===== src/pipe_pkg.sv =====
`default_nettype none

package pipe_pkg;

    // horizontal raster in pixels
    localparam int h_active = 16;
    localparam int h_fp     = 2;
    localparam int h_sync   = 2;
    localparam int h_bp     = 4;
    localparam int h_total  = h_active + h_fp + h_sync + h_bp;   // 24

    // vertical raster in lines
    localparam int v_active = 4;
    localparam int v_fp     = 1;
    localparam int v_sync   = 1;
    localparam int v_bp     = 2;
    localparam int v_total  = v_active + v_fp + v_sync + v_bp;   // 8

    // four raw pixels per frame-buffer word
    localparam int words_per_line = h_active / 4;
    localparam int frame_words    = words_per_line * v_active;   // 16

    localparam int fifo_depth = 8;

    typedef logic [7:0]  pixel_t;        // raw pixel or one colour channel
    typedef logic [31:0] mem_word_t;     // frame-buffer word, msb byte first
    typedef logic [3:0]  word_addr_t;    // word index within a frame
    typedef logic [3:0]  fifo_level_t;   // 0 .. fifo_depth
    typedef logic [4:0]  hcount_t;
    typedef logic [2:0]  vcount_t;

    typedef struct packed {
        pixel_t red;
        pixel_t green;
        pixel_t blue;
    } rgb_t;

    typedef struct packed {
        logic vs;
        logic hs;
        logic de;
    } video_sync_t;

    typedef enum logic {
        MODE_GREY   = 1'b0,
        MODE_BINARY = 1'b1
    } out_mode_t;

    // four-phase fetch handshake
    typedef enum logic [1:0] {
        FETCH_IDLE    = 2'd0,
        FETCH_REQ     = 2'd1,   // req high, waiting for ack
        FETCH_RELEASE = 2'd2    // req dropped, waiting for ack low
    } fetch_state_t;

endpackage

`default_nettype wire


===== src/byte_unpacker.sv =====
`default_nettype none
`timescale 1ns/1ps

module byte_unpacker (
    input  logic                  vtc_clk,
    input  logic                  arst_n_i,
    input  pipe_pkg::video_sync_t sync_i,
    input  pipe_pkg::mem_word_t   head_i,
    input  pipe_pkg::fifo_level_t level_i,
    output logic                  pop_o,
    output logic                  starve_o,
    output pipe_pkg::video_sync_t sync_o,
    output pipe_pkg::pixel_t      pixel_o
);
    import pipe_pkg::*;

    logic [1:0] byte_cnt_q;
    mem_word_t  word_q;     // word being unpacked
    mem_word_t  word_sel;
    logic       fifo_empty;

    assign fifo_empty = (level_i == '0);
    assign pop_o      = sync_i.de && (byte_cnt_q == 2'd0);
    assign starve_o   = pop_o && fifo_empty;
    // fresh word on byte 0, missing word reads as zero
    assign word_sel   = (byte_cnt_q != 2'd0) ? word_q : (fifo_empty ? '0 : head_i);

    always_ff @(posedge vtc_clk or negedge arst_n_i) begin
        if (!arst_n_i) begin
            byte_cnt_q <= 2'd0;
            sync_o     <= '0;
        end else begin
            sync_o     <= sync_i;   // matches the pixel register
            byte_cnt_q <= sync_i.de ? byte_cnt_q + 2'd1 : 2'd0;
        end
    end

    always_ff @(posedge vtc_clk) begin
        if (pop_o) begin
            word_q <= word_sel;
        end
        if (sync_i.de) begin
            case (byte_cnt_q)   // msb first
                2'd0:    pixel_o <= word_sel[31:24];
                2'd1:    pixel_o <= word_sel[23:16];
                2'd2:    pixel_o <= word_sel[15:8];
                default: pixel_o <= word_sel[7:0];
            endcase
        end else begin
            pixel_o <= '0;
        end
    end

endmodule

`default_nettype wire


===== src/display_ctrl.sv =====
`default_nettype none
`timescale 1ns/1ps

module display_ctrl (
    input  logic                  vtc_clk,
    input  logic                  arst_n_i,
    input  logic                  flush_i,
    input  pipe_pkg::fifo_level_t fifo_level_i,
    input  logic                  mem_ack_i,
    input  pipe_pkg::mem_word_t   mem_data_i,
    output logic                  mem_req_o,
    output pipe_pkg::word_addr_t  mem_addr_o,
    output logic                  push_o,
    output pipe_pkg::mem_word_t   push_data_o,
    output logic                  fifo_clear_o,
    input  logic                  starve_i,
    output logic                  underrun_o
);
    import pipe_pkg::*;

    fetch_state_t state_q;
    word_addr_t   word_addr_q;
    logic         fetch_done_q;
    logic         discard_q;       // pending word belongs to the previous frame
    fifo_level_t  committed_level;
    logic         room;
    logic         fetch_go;
    logic         capture;
    logic         raise;

    // a push still on its way counts as occupied
    assign committed_level = fifo_level_i + fifo_level_t'(push_o);
    assign room            = committed_level < fifo_level_t'(fifo_depth);
    assign fetch_go        = (flush_i || !fetch_done_q) && room;
    assign capture         = (state_q == FETCH_REQ) && mem_ack_i;
    assign raise           = fetch_go && ((state_q == FETCH_IDLE) ||
                             ((state_q == FETCH_RELEASE) && !mem_ack_i));

    always_ff @(posedge vtc_clk or negedge arst_n_i) begin
        if (!arst_n_i) begin
            state_q      <= FETCH_IDLE;
            mem_req_o    <= 1'b0;
            mem_addr_o   <= '0;
            word_addr_q  <= '0;
            fetch_done_q <= 1'b0;
            discard_q    <= 1'b0;
            push_o       <= 1'b0;
            fifo_clear_o <= 1'b0;
            underrun_o   <= 1'b0;
        end else begin
            push_o       <= capture && !discard_q && !flush_i;
            fifo_clear_o <= flush_i;

            if (raise) begin
                mem_req_o  <= 1'b1;
                mem_addr_o <= flush_i ? '0 : word_addr_q;   // held until ack
                state_q    <= FETCH_REQ;
            end else if (capture) begin
                mem_req_o <= 1'b0;
                state_q   <= FETCH_RELEASE;
            end else if ((state_q == FETCH_RELEASE) && !mem_ack_i) begin
                state_q <= FETCH_IDLE;
            end

            if (flush_i) begin
                word_addr_q  <= '0;
                fetch_done_q <= 1'b0;
            end else if (capture && !discard_q) begin
                word_addr_q <= word_addr_q + word_addr_t'(1);
                if (word_addr_q == word_addr_t'(frame_words - 1)) begin
                    fetch_done_q <= 1'b1;
                end
            end

            // a request in flight across the flush must finish, its data is dropped
            if (flush_i) begin
                discard_q <= (state_q == FETCH_REQ) && !mem_ack_i;
            end else if (capture) begin
                discard_q <= 1'b0;
            end

            if (flush_i) begin
                underrun_o <= 1'b0;
            end else if (starve_i) begin
                underrun_o <= 1'b1;   // sticky until next frame
            end
        end
    end

    always_ff @(posedge vtc_clk) begin
        if (capture) begin
            push_data_o <= mem_data_i;
        end
    end

endmodule

`default_nettype wire


===== src/display_pipe_top.sv =====
`default_nettype none
`timescale 1ns/1ps

module display_pipe_top (
    input  logic                  vtc_clk,
    input  logic                  arst_n_i,
    output logic                  mem_req_o,
    output pipe_pkg::word_addr_t  mem_addr_o,
    input  logic                  mem_ack_i,
    input  pipe_pkg::mem_word_t   mem_data_i,
    input  pipe_pkg::out_mode_t   mode_i,
    input  pipe_pkg::pixel_t      threshold_i,
    output pipe_pkg::video_sync_t video_o,
    output pipe_pkg::rgb_t        pixel_o,
    output logic                  underrun_o
);
    import pipe_pkg::*;

    video_sync_t raw_sync;      // timing generator output
    video_sync_t unpack_sync;   // one cycle later
    logic        flush;
    fifo_level_t fifo_level;
    logic        push;
    mem_word_t   push_data;
    logic        fifo_clear;
    mem_word_t   fifo_head;
    logic        pop;
    logic        starve;
    pixel_t      raw_pixel;

    video_timing_gen u_timing (
        .vtc_clk  (vtc_clk),
        .arst_n_i (arst_n_i),
        .sync_o   (raw_sync),
        .flush_o  (flush)
    );

    display_ctrl u_ctrl (
        .vtc_clk      (vtc_clk),
        .arst_n_i     (arst_n_i),
        .flush_i      (flush),
        .fifo_level_i (fifo_level),
        .mem_ack_i    (mem_ack_i),
        .mem_data_i   (mem_data_i),
        .mem_req_o    (mem_req_o),
        .mem_addr_o   (mem_addr_o),
        .push_o       (push),
        .push_data_o  (push_data),
        .fifo_clear_o (fifo_clear),
        .starve_i     (starve),
        .underrun_o   (underrun_o)
    );

    word_fifo u_fifo (
        .vtc_clk     (vtc_clk),
        .arst_n_i    (arst_n_i),
        .clear_i     (fifo_clear),
        .push_i      (push),
        .push_data_i (push_data),
        .pop_i       (pop),
        .head_o      (fifo_head),
        .level_o     (fifo_level)
    );

    byte_unpacker u_unpack (
        .vtc_clk  (vtc_clk),
        .arst_n_i (arst_n_i),
        .sync_i   (raw_sync),
        .head_i   (fifo_head),
        .level_i  (fifo_level),
        .pop_o    (pop),
        .starve_o (starve),
        .sync_o   (unpack_sync),
        .pixel_o  (raw_pixel)
    );

    pixel_formatter u_format (
        .vtc_clk     (vtc_clk),
        .arst_n_i    (arst_n_i),
        .sync_i      (unpack_sync),
        .pixel_i     (raw_pixel),
        .mode_i      (mode_i),
        .threshold_i (threshold_i),
        .sync_o      (video_o),
        .rgb_o       (pixel_o)
    );

endmodule

`default_nettype wire


===== src/pixel_formatter.sv =====
`default_nettype none
`timescale 1ns/1ps

module pixel_formatter (
    input  logic                  vtc_clk,
    input  logic                  arst_n_i,
    input  pipe_pkg::video_sync_t sync_i,
    input  pipe_pkg::pixel_t      pixel_i,
    input  pipe_pkg::out_mode_t   mode_i,
    input  pipe_pkg::pixel_t      threshold_i,
    output pipe_pkg::video_sync_t sync_o,
    output pipe_pkg::rgb_t        rgb_o
);
    import pipe_pkg::*;

    pixel_t level;
    rgb_t   rgb_next;

    always_comb begin
        if (mode_i == MODE_BINARY) begin
            level = (pixel_i >= threshold_i) ? '1 : '0;
        end else begin
            level = pixel_i;   // grey
        end
        if (sync_i.de) begin
            rgb_next.red   = level;
            rgb_next.green = level;
            rgb_next.blue  = level;
        end else begin
            rgb_next = '0;     // blank outside active video
        end
    end

    always_ff @(posedge vtc_clk or negedge arst_n_i) begin
        if (!arst_n_i) begin
            sync_o <= '0;
            rgb_o  <= '0;
        end else begin
            sync_o <= sync_i;
            rgb_o  <= rgb_next;
        end
    end

endmodule

`default_nettype wire


===== src/video_timing_gen.sv =====
`default_nettype none
`timescale 1ns/1ps

module video_timing_gen (
    input  logic                  vtc_clk,
    input  logic                  arst_n_i,
    output pipe_pkg::video_sync_t sync_o,
    output logic                  flush_o
);
    import pipe_pkg::*;

    hcount_t     h_cnt_q;
    vcount_t     v_cnt_q;
    video_sync_t sync_next;
    logic        flush_next;
    logic        line_end;

    assign line_end = (h_cnt_q == hcount_t'(h_total - 1));

    // region decode from the current counter position
    always_comb begin
        sync_next.de = (h_cnt_q < hcount_t'(h_active)) && (v_cnt_q < vcount_t'(v_active));
        sync_next.hs = (h_cnt_q >= hcount_t'(h_active + h_fp)) &&
                       (h_cnt_q <  hcount_t'(h_active + h_fp + h_sync));
        sync_next.vs = (v_cnt_q >= vcount_t'(v_active + v_fp)) &&
                       (v_cnt_q <  vcount_t'(v_active + v_fp + v_sync));
        flush_next   = (v_cnt_q == vcount_t'(v_active + v_fp)) && (h_cnt_q == '0);
    end

    always_ff @(posedge vtc_clk or negedge arst_n_i) begin
        if (!arst_n_i) begin
            // start at vertical sync so the first frame is prefetched
            h_cnt_q <= '0;
            v_cnt_q <= vcount_t'(v_active + v_fp);
            sync_o  <= '0;
            flush_o <= 1'b0;
        end else begin
            if (line_end) begin
                h_cnt_q <= '0;
                if (v_cnt_q == vcount_t'(v_total - 1)) begin
                    v_cnt_q <= '0;
                end else begin
                    v_cnt_q <= v_cnt_q + vcount_t'(1);
                end
            end else begin
                h_cnt_q <= h_cnt_q + hcount_t'(1);
            end
            sync_o  <= sync_next;     // one cycle behind the counters
            flush_o <= flush_next;    // first cycle of vs
        end
    end

endmodule

`default_nettype wire


===== src/word_fifo.sv =====
`default_nettype none
`timescale 1ns/1ps

module word_fifo (
    input  logic                  vtc_clk,
    input  logic                  arst_n_i,
    input  logic                  clear_i,
    input  logic                  push_i,
    input  pipe_pkg::mem_word_t   push_data_i,
    input  logic                  pop_i,
    output pipe_pkg::mem_word_t   head_o,
    output pipe_pkg::fifo_level_t level_o
);
    import pipe_pkg::*;

    localparam int ptr_w = $clog2(fifo_depth);

    mem_word_t         mem_q [fifo_depth];
    logic [ptr_w-1:0]  wr_ptr_q;
    logic [ptr_w-1:0]  rd_ptr_q;
    logic              do_push;
    logic              do_pop;

    assign do_push = push_i && (level_o != fifo_level_t'(fifo_depth));
    assign do_pop  = pop_i && (level_o != '0);     // empty pop is ignored
    assign head_o  = mem_q[rd_ptr_q];              // show-ahead

    always_ff @(posedge vtc_clk or negedge arst_n_i) begin
        if (!arst_n_i) begin
            wr_ptr_q <= '0;
            rd_ptr_q <= '0;
            level_o  <= '0;
        end else if (clear_i) begin
            wr_ptr_q <= '0;
            rd_ptr_q <= '0;
            level_o  <= '0;
        end else begin
            if (do_push) begin
                wr_ptr_q <= wr_ptr_q + 1'b1;   // depth is a power of two
            end
            if (do_pop) begin
                rd_ptr_q <= rd_ptr_q + 1'b1;
            end
            case ({do_push, do_pop})
                2'b10:   level_o <= level_o + fifo_level_t'(1);
                2'b01:   level_o <= level_o - fifo_level_t'(1);
                default: level_o <= level_o;
            endcase
        end
    end

    always_ff @(posedge vtc_clk) begin
        if (do_push && !clear_i) begin
            mem_q[wr_ptr_q] <= push_data_i;
        end
    end

endmodule

`default_nettype wire

===== config.mk =====
export PLATFORM = sky130hd
export DESIGN_NAME = display_pipe_top
export DESIGN_NICKNAME = d
export VERILOG_FILES = /design/src/pipe_pkg.sv /design/src/byte_unpacker.sv /design/src/display_ctrl.sv /design/src/display_pipe_top.sv /design/src/pixel_formatter.sv /design/src/video_timing_gen.sv /design/src/word_fifo.sv
export SDC_FILE = /design/constraint.sdc
export NUM_CORES = 1
export LEC_CHECK = 0
export BUFFER_PORTS_ARGS = -buffer_cell sky130_fd_sc_hd__buf_2
export CORE_ASPECT_RATIO = 0.7
export CORE_MARGIN = 10
export CORE_UTILIZATION = 44
export CTS_CLUSTER_DIAMETER = 80
export DETAILED_ROUTE_END_ITERATION = 16
export GPL_ROUTABILITY_DRIVEN = 0
export GPL_TIMING_DRIVEN = 0
export HOLD_SLACK_MARGIN = 0.15
export PLACE_DENSITY = 0.6
export SYNTH_ARGS = -nofsm -noshare
export SYNTH_HDL_FRONTEND = slang
export SYNTH_HIERARCHICAL = 1
export SYNTH_SLANG_ARGS = --single-unit
export TNS_END_PERCENT = 30

===== constraint.sdc =====
create_clock -name vtc_clk -period 4.25 [get_ports vtc_clk]
set_clock_uncertainty 0.05 [all_clocks]
set_input_delay 0.2125 -clock vtc_clk [delete_from_list [all_inputs] [get_ports vtc_clk]]
set_output_delay 0.2125 -clock vtc_clk [all_outputs]
set_load 0.01 [all_outputs]

==> summary.txt <==
Logic synthesis
  • Mapped Cells: 788
  • Syn. warnings: 6
  • Unique masters post-synth: 66
  • Post-synthesis async set-or-reset flop share: 0.144
  • Synth top area cells: edfxtp_1 (63%), mux4_2 (9.7%), dfrtp_1 (8.7%), mux2_2 (2.7%), ha_1 (1.8%)
  • EDFF count, synth: 312
  • Synth Flop Type: edfxtp_1
  • Yosys reg bits: 374
  • Seq/Total Area, Yosys: 0.730
  • Mapped Area: ~0.015 mm2
  • Synthesized Nets: approximately 850
  • Avg Synthesized Cell Area: between 15 and 20 um2
  • Area share of the largest cell type after synthesis: 0.629
  • Synth area leader: edfxtp_1

Timing
  • # setup viols final: 0
  • Final WS setup: 525 ps
  • Worst-Margin Slew: 1090 ps
  • Crit share post-route: 0.876
  • Fmax: 268 MHz
  • RSZ-0062 raised after global routing: no
  • Max_slew headroom: 0.266
  • Min Tclk post-route: 3720 ps
  • Max-slew violation count: 0
  • Fin. Hold Viols: 0

Final layout
  • Diodes inserted: 0
  • Fill cells: 2640
  • Fin util: 0.527
  • P&R area growth vs syn: 18.2%
  • Post-layout net count: 1019
  • Most frequent cells in the layout: edfxtp_1 (312), buf_2 (86), mux4_2 (64), dfrtp_1 (52), clkbuf_16 (37)
  • Most common cell after layout, fill and taps aside: edfxtp_1
  • Layout cell share with drive strength beyond 1: 0.314
  • Register area: around 0.011 mm2
  • Multi-input logic area: 0.00369 mm2

GRT
  • Vias in the first global route: 7681
  • Largest net degree at the start of global routing: 55
  • Total track usage: 0.149
  • Congestion Overflow GR: 0
  • Initial antenna violation count: 0
  • First-pass GRT wire length: 47.5 mm

Clocking
  • TritonCTS Buffers: 37
  • CTS max path bufs: 3
  • # resized after CTS: 0
  • Root buffer cell: clkbuf_16
  • Sink Count: around 370
  • CTS tree: built
  • H-tree lvl count: 2
  • Insertion delay to the later sink of the worst-skew pair: approximately 530 ps
  • CTS clk-pin slew, worst paths: 60 ps
  • Post-CTS setup buffers: 0
  • Hold_buf cts: 35

Floorplanning
  • CORE AREA: 0.0334 mm2
  • Top-Level Pins: 77
  • Die area: 0.0417 mm2
  • Site Rows: 56
  • Height of the chip: roughly 170 um
  • Initial Util: 0.446
  • Die Wd: ~240 um

Critical path
  • CP Cell Sequence: inv_1 -> ha_1 -> inv_1 -> buf_2 -> buf_1 -> nor2_4 -> o41ai_4 -> nor2_1 -> ha_1 -> o21ai_0 -> a211oi_1 -> or4_1 -> a21oi_1
  • CP arrival: 4130 ps
  • Critical Path Fanout Max: 29
  • CP startpoint: u_unpack/byte_cnt_q[0]$_DFF_PN0_
  • Worst EP required: 4650 ps
  • Critical path type: reg2reg
  • Critical path's largest stage delay: 690 ps
  • Startpoint Class: flip-flop
  • Buf/Inv on CP: 4
  • Delay-heaviest family, CP: simple AND/OR/NAND/NOR gates
  • CP endpoint kind: flip-flop
  • Critical-path top delay cell: nor2_4
  • FF-to-FF Start: u_unpack/byte_cnt_q[0]$_DFF_PN0_

Placement
  • PortBufs: 75
  • Setup WS pre-CTS: 553 ps
  • Final HPWL from detailed placement: roughly 20 mm

Hold path
  • Hold Crit Class: in2async

Detailed routing
  • Final WL: between 30 and 40 mm
  • 1st-iter DRT viols: 651
  • Drt wl/cell: about 22 um
  • Via count: around 7.6k
  • DRC: 0
  • First drt pass iteration count: 5
  • Vias/cell: 5.36
  • ANT nets after route: 0

Outcome
  • Status: finished clean

Power and ir drop
  • Overall power: 10.7 mW
  • LEAKAGE: 6.41 nW
  • Power per cell area: 609 mW/mm2
  • Max IR drop VDD: 0.320 mV

Job
  • Max Cap Viol: 0
worst reg2reg max path, delay by kind of cell (launching register included):
kind	cells	cell delay (ps)
flip-flops	1	410
buffers and inverters	4	650
adder cells (fa/ha/maj)	2	530
AO/OA/AOI/OAI	4	620
AND/OR/NAND/NOR	3	1390
state kept, by name (all words and copies together), names as in the netlist, 5 cells and up:
register and flops:
u_fifo/mem_q 256, u_unpack/word_q 24, u_unpack/pixel_o 8, u_format/rgb_o 8, u_ctrl/push_data_o 32, u_timing/h_cnt_q 5
synthesized netlist by cell type (all sizes together), types with 3 or more instances:
| cell type | count |
|---|---|
| a22o | 16 |
| a211oi | 4 |
| a22oi | 3 |
| clkbuf | 19 |
| nand3 | 3 |
| ha | 22 |
| dfxtp | 8 |
| nand2 | 27 |
| buf | 36 |
| edfxtp | 312 |
| a21oi | 10 |
| mux2 | 39 |
| xor2 | 8 |
| a221o | 5 |
| inv | 22 |
| nor2 | 37 |
| mux2i | 4 |
| mux4 | 64 |
| dfrtp | 52 |
| nor2b | 7 |
| xnor2 | 3 |
| o21ai | 13 |
| a21o | 6 |
| o32ai | 8 |
| a311oi | 5 |
| a221oi | 6 |
| nand2b | 6 |
| nor3 | 7 |
worst paths after layout:
kind                            slack (ps)                             to  cells past startpoint
worst max-delay path                   530  u_fifo/level_o[3]$_DFFE_PN0P_                     13
worst min-delay path                   220   u_format/sync_o[1]$_DFF_PN0_                      2
worst max register to register         530  u_fifo/level_o[3]$_DFFE_PN0P_                     13
worst min register to register         300   u_unpack/sync_o[2]$_DFF_PN0_                      0
max in group asynchronous             3470        u_ctrl/push_o$_DFF_PN0_                      2
min in group vtc_clk                   280    u_format/rgb_o[5]$_DFF_PN0_                      6
routing by layer:
layer / vias to the layer above / GRT usage / wire, um
met2: 219 / 0.213 / 13400
met1: 3851 / 0.226 / 14600
met3: 36 / 0.0356 / 2140
met4: 0 / 0.0339 / 360
met5: - / 0 / 0
li1: 3465 / - / -
cell type report:
type,count,area share
Sequential cell,374,0.618
Multi-Input combinational cell,337,0.210
Timing Repair Buffer,126,0.0556
Clock buffer,40,0.0532
Tap cell,435,0.0309
Buffer,55,0.0175
Clock inverter,23,0.0106
Inverter,22,0.00469
power by group:
| group | internal, mW | total (mW) | switching, mW |
|---|---|---|---|
| clock network | 1.73 | 3.08 | 1.35 |
| logic | 1.42 | 2.98 | 1.55 |
| registers | 4.44 | 4.68 | 0.233 |
| total | 7.59 | 10.7 | 3.14 |
cells by family after synthesis:
| family | count (synthesis) | share of synthesized area |
|---|---|---|
| flip-flops | 374 | 0.730 |
| multiplexers | 107 | 0.130 |
| AND/OR/NAND/NOR | 106 | 0.0371 |
| AO/OA/AOI/OAI | 90 | 0.0510 |
| buffers and inverters | 77 | 0.0263 |
| adder cells (fa/ha/maj) | 23 | 0.0191 |
| XOR/XNOR | 11 | 0.00647 |
stage by stage:
stage / instance area, um2 / setup TNS [ps] / std cells / hold slack (ps)
global route: 17600 / 0 / 1412 / 280
floorplan: 14900 / 0 / 788 / -133
detailed placement: 16100 / 0 / 1314 / 287
finish: 17600 / 0 / 1412 / 217
global placement: 15800 / -236340 / 1298 / 285
CTS: 17600 / 0 / 1412 / 261
(Power assumes the default switching activity.)
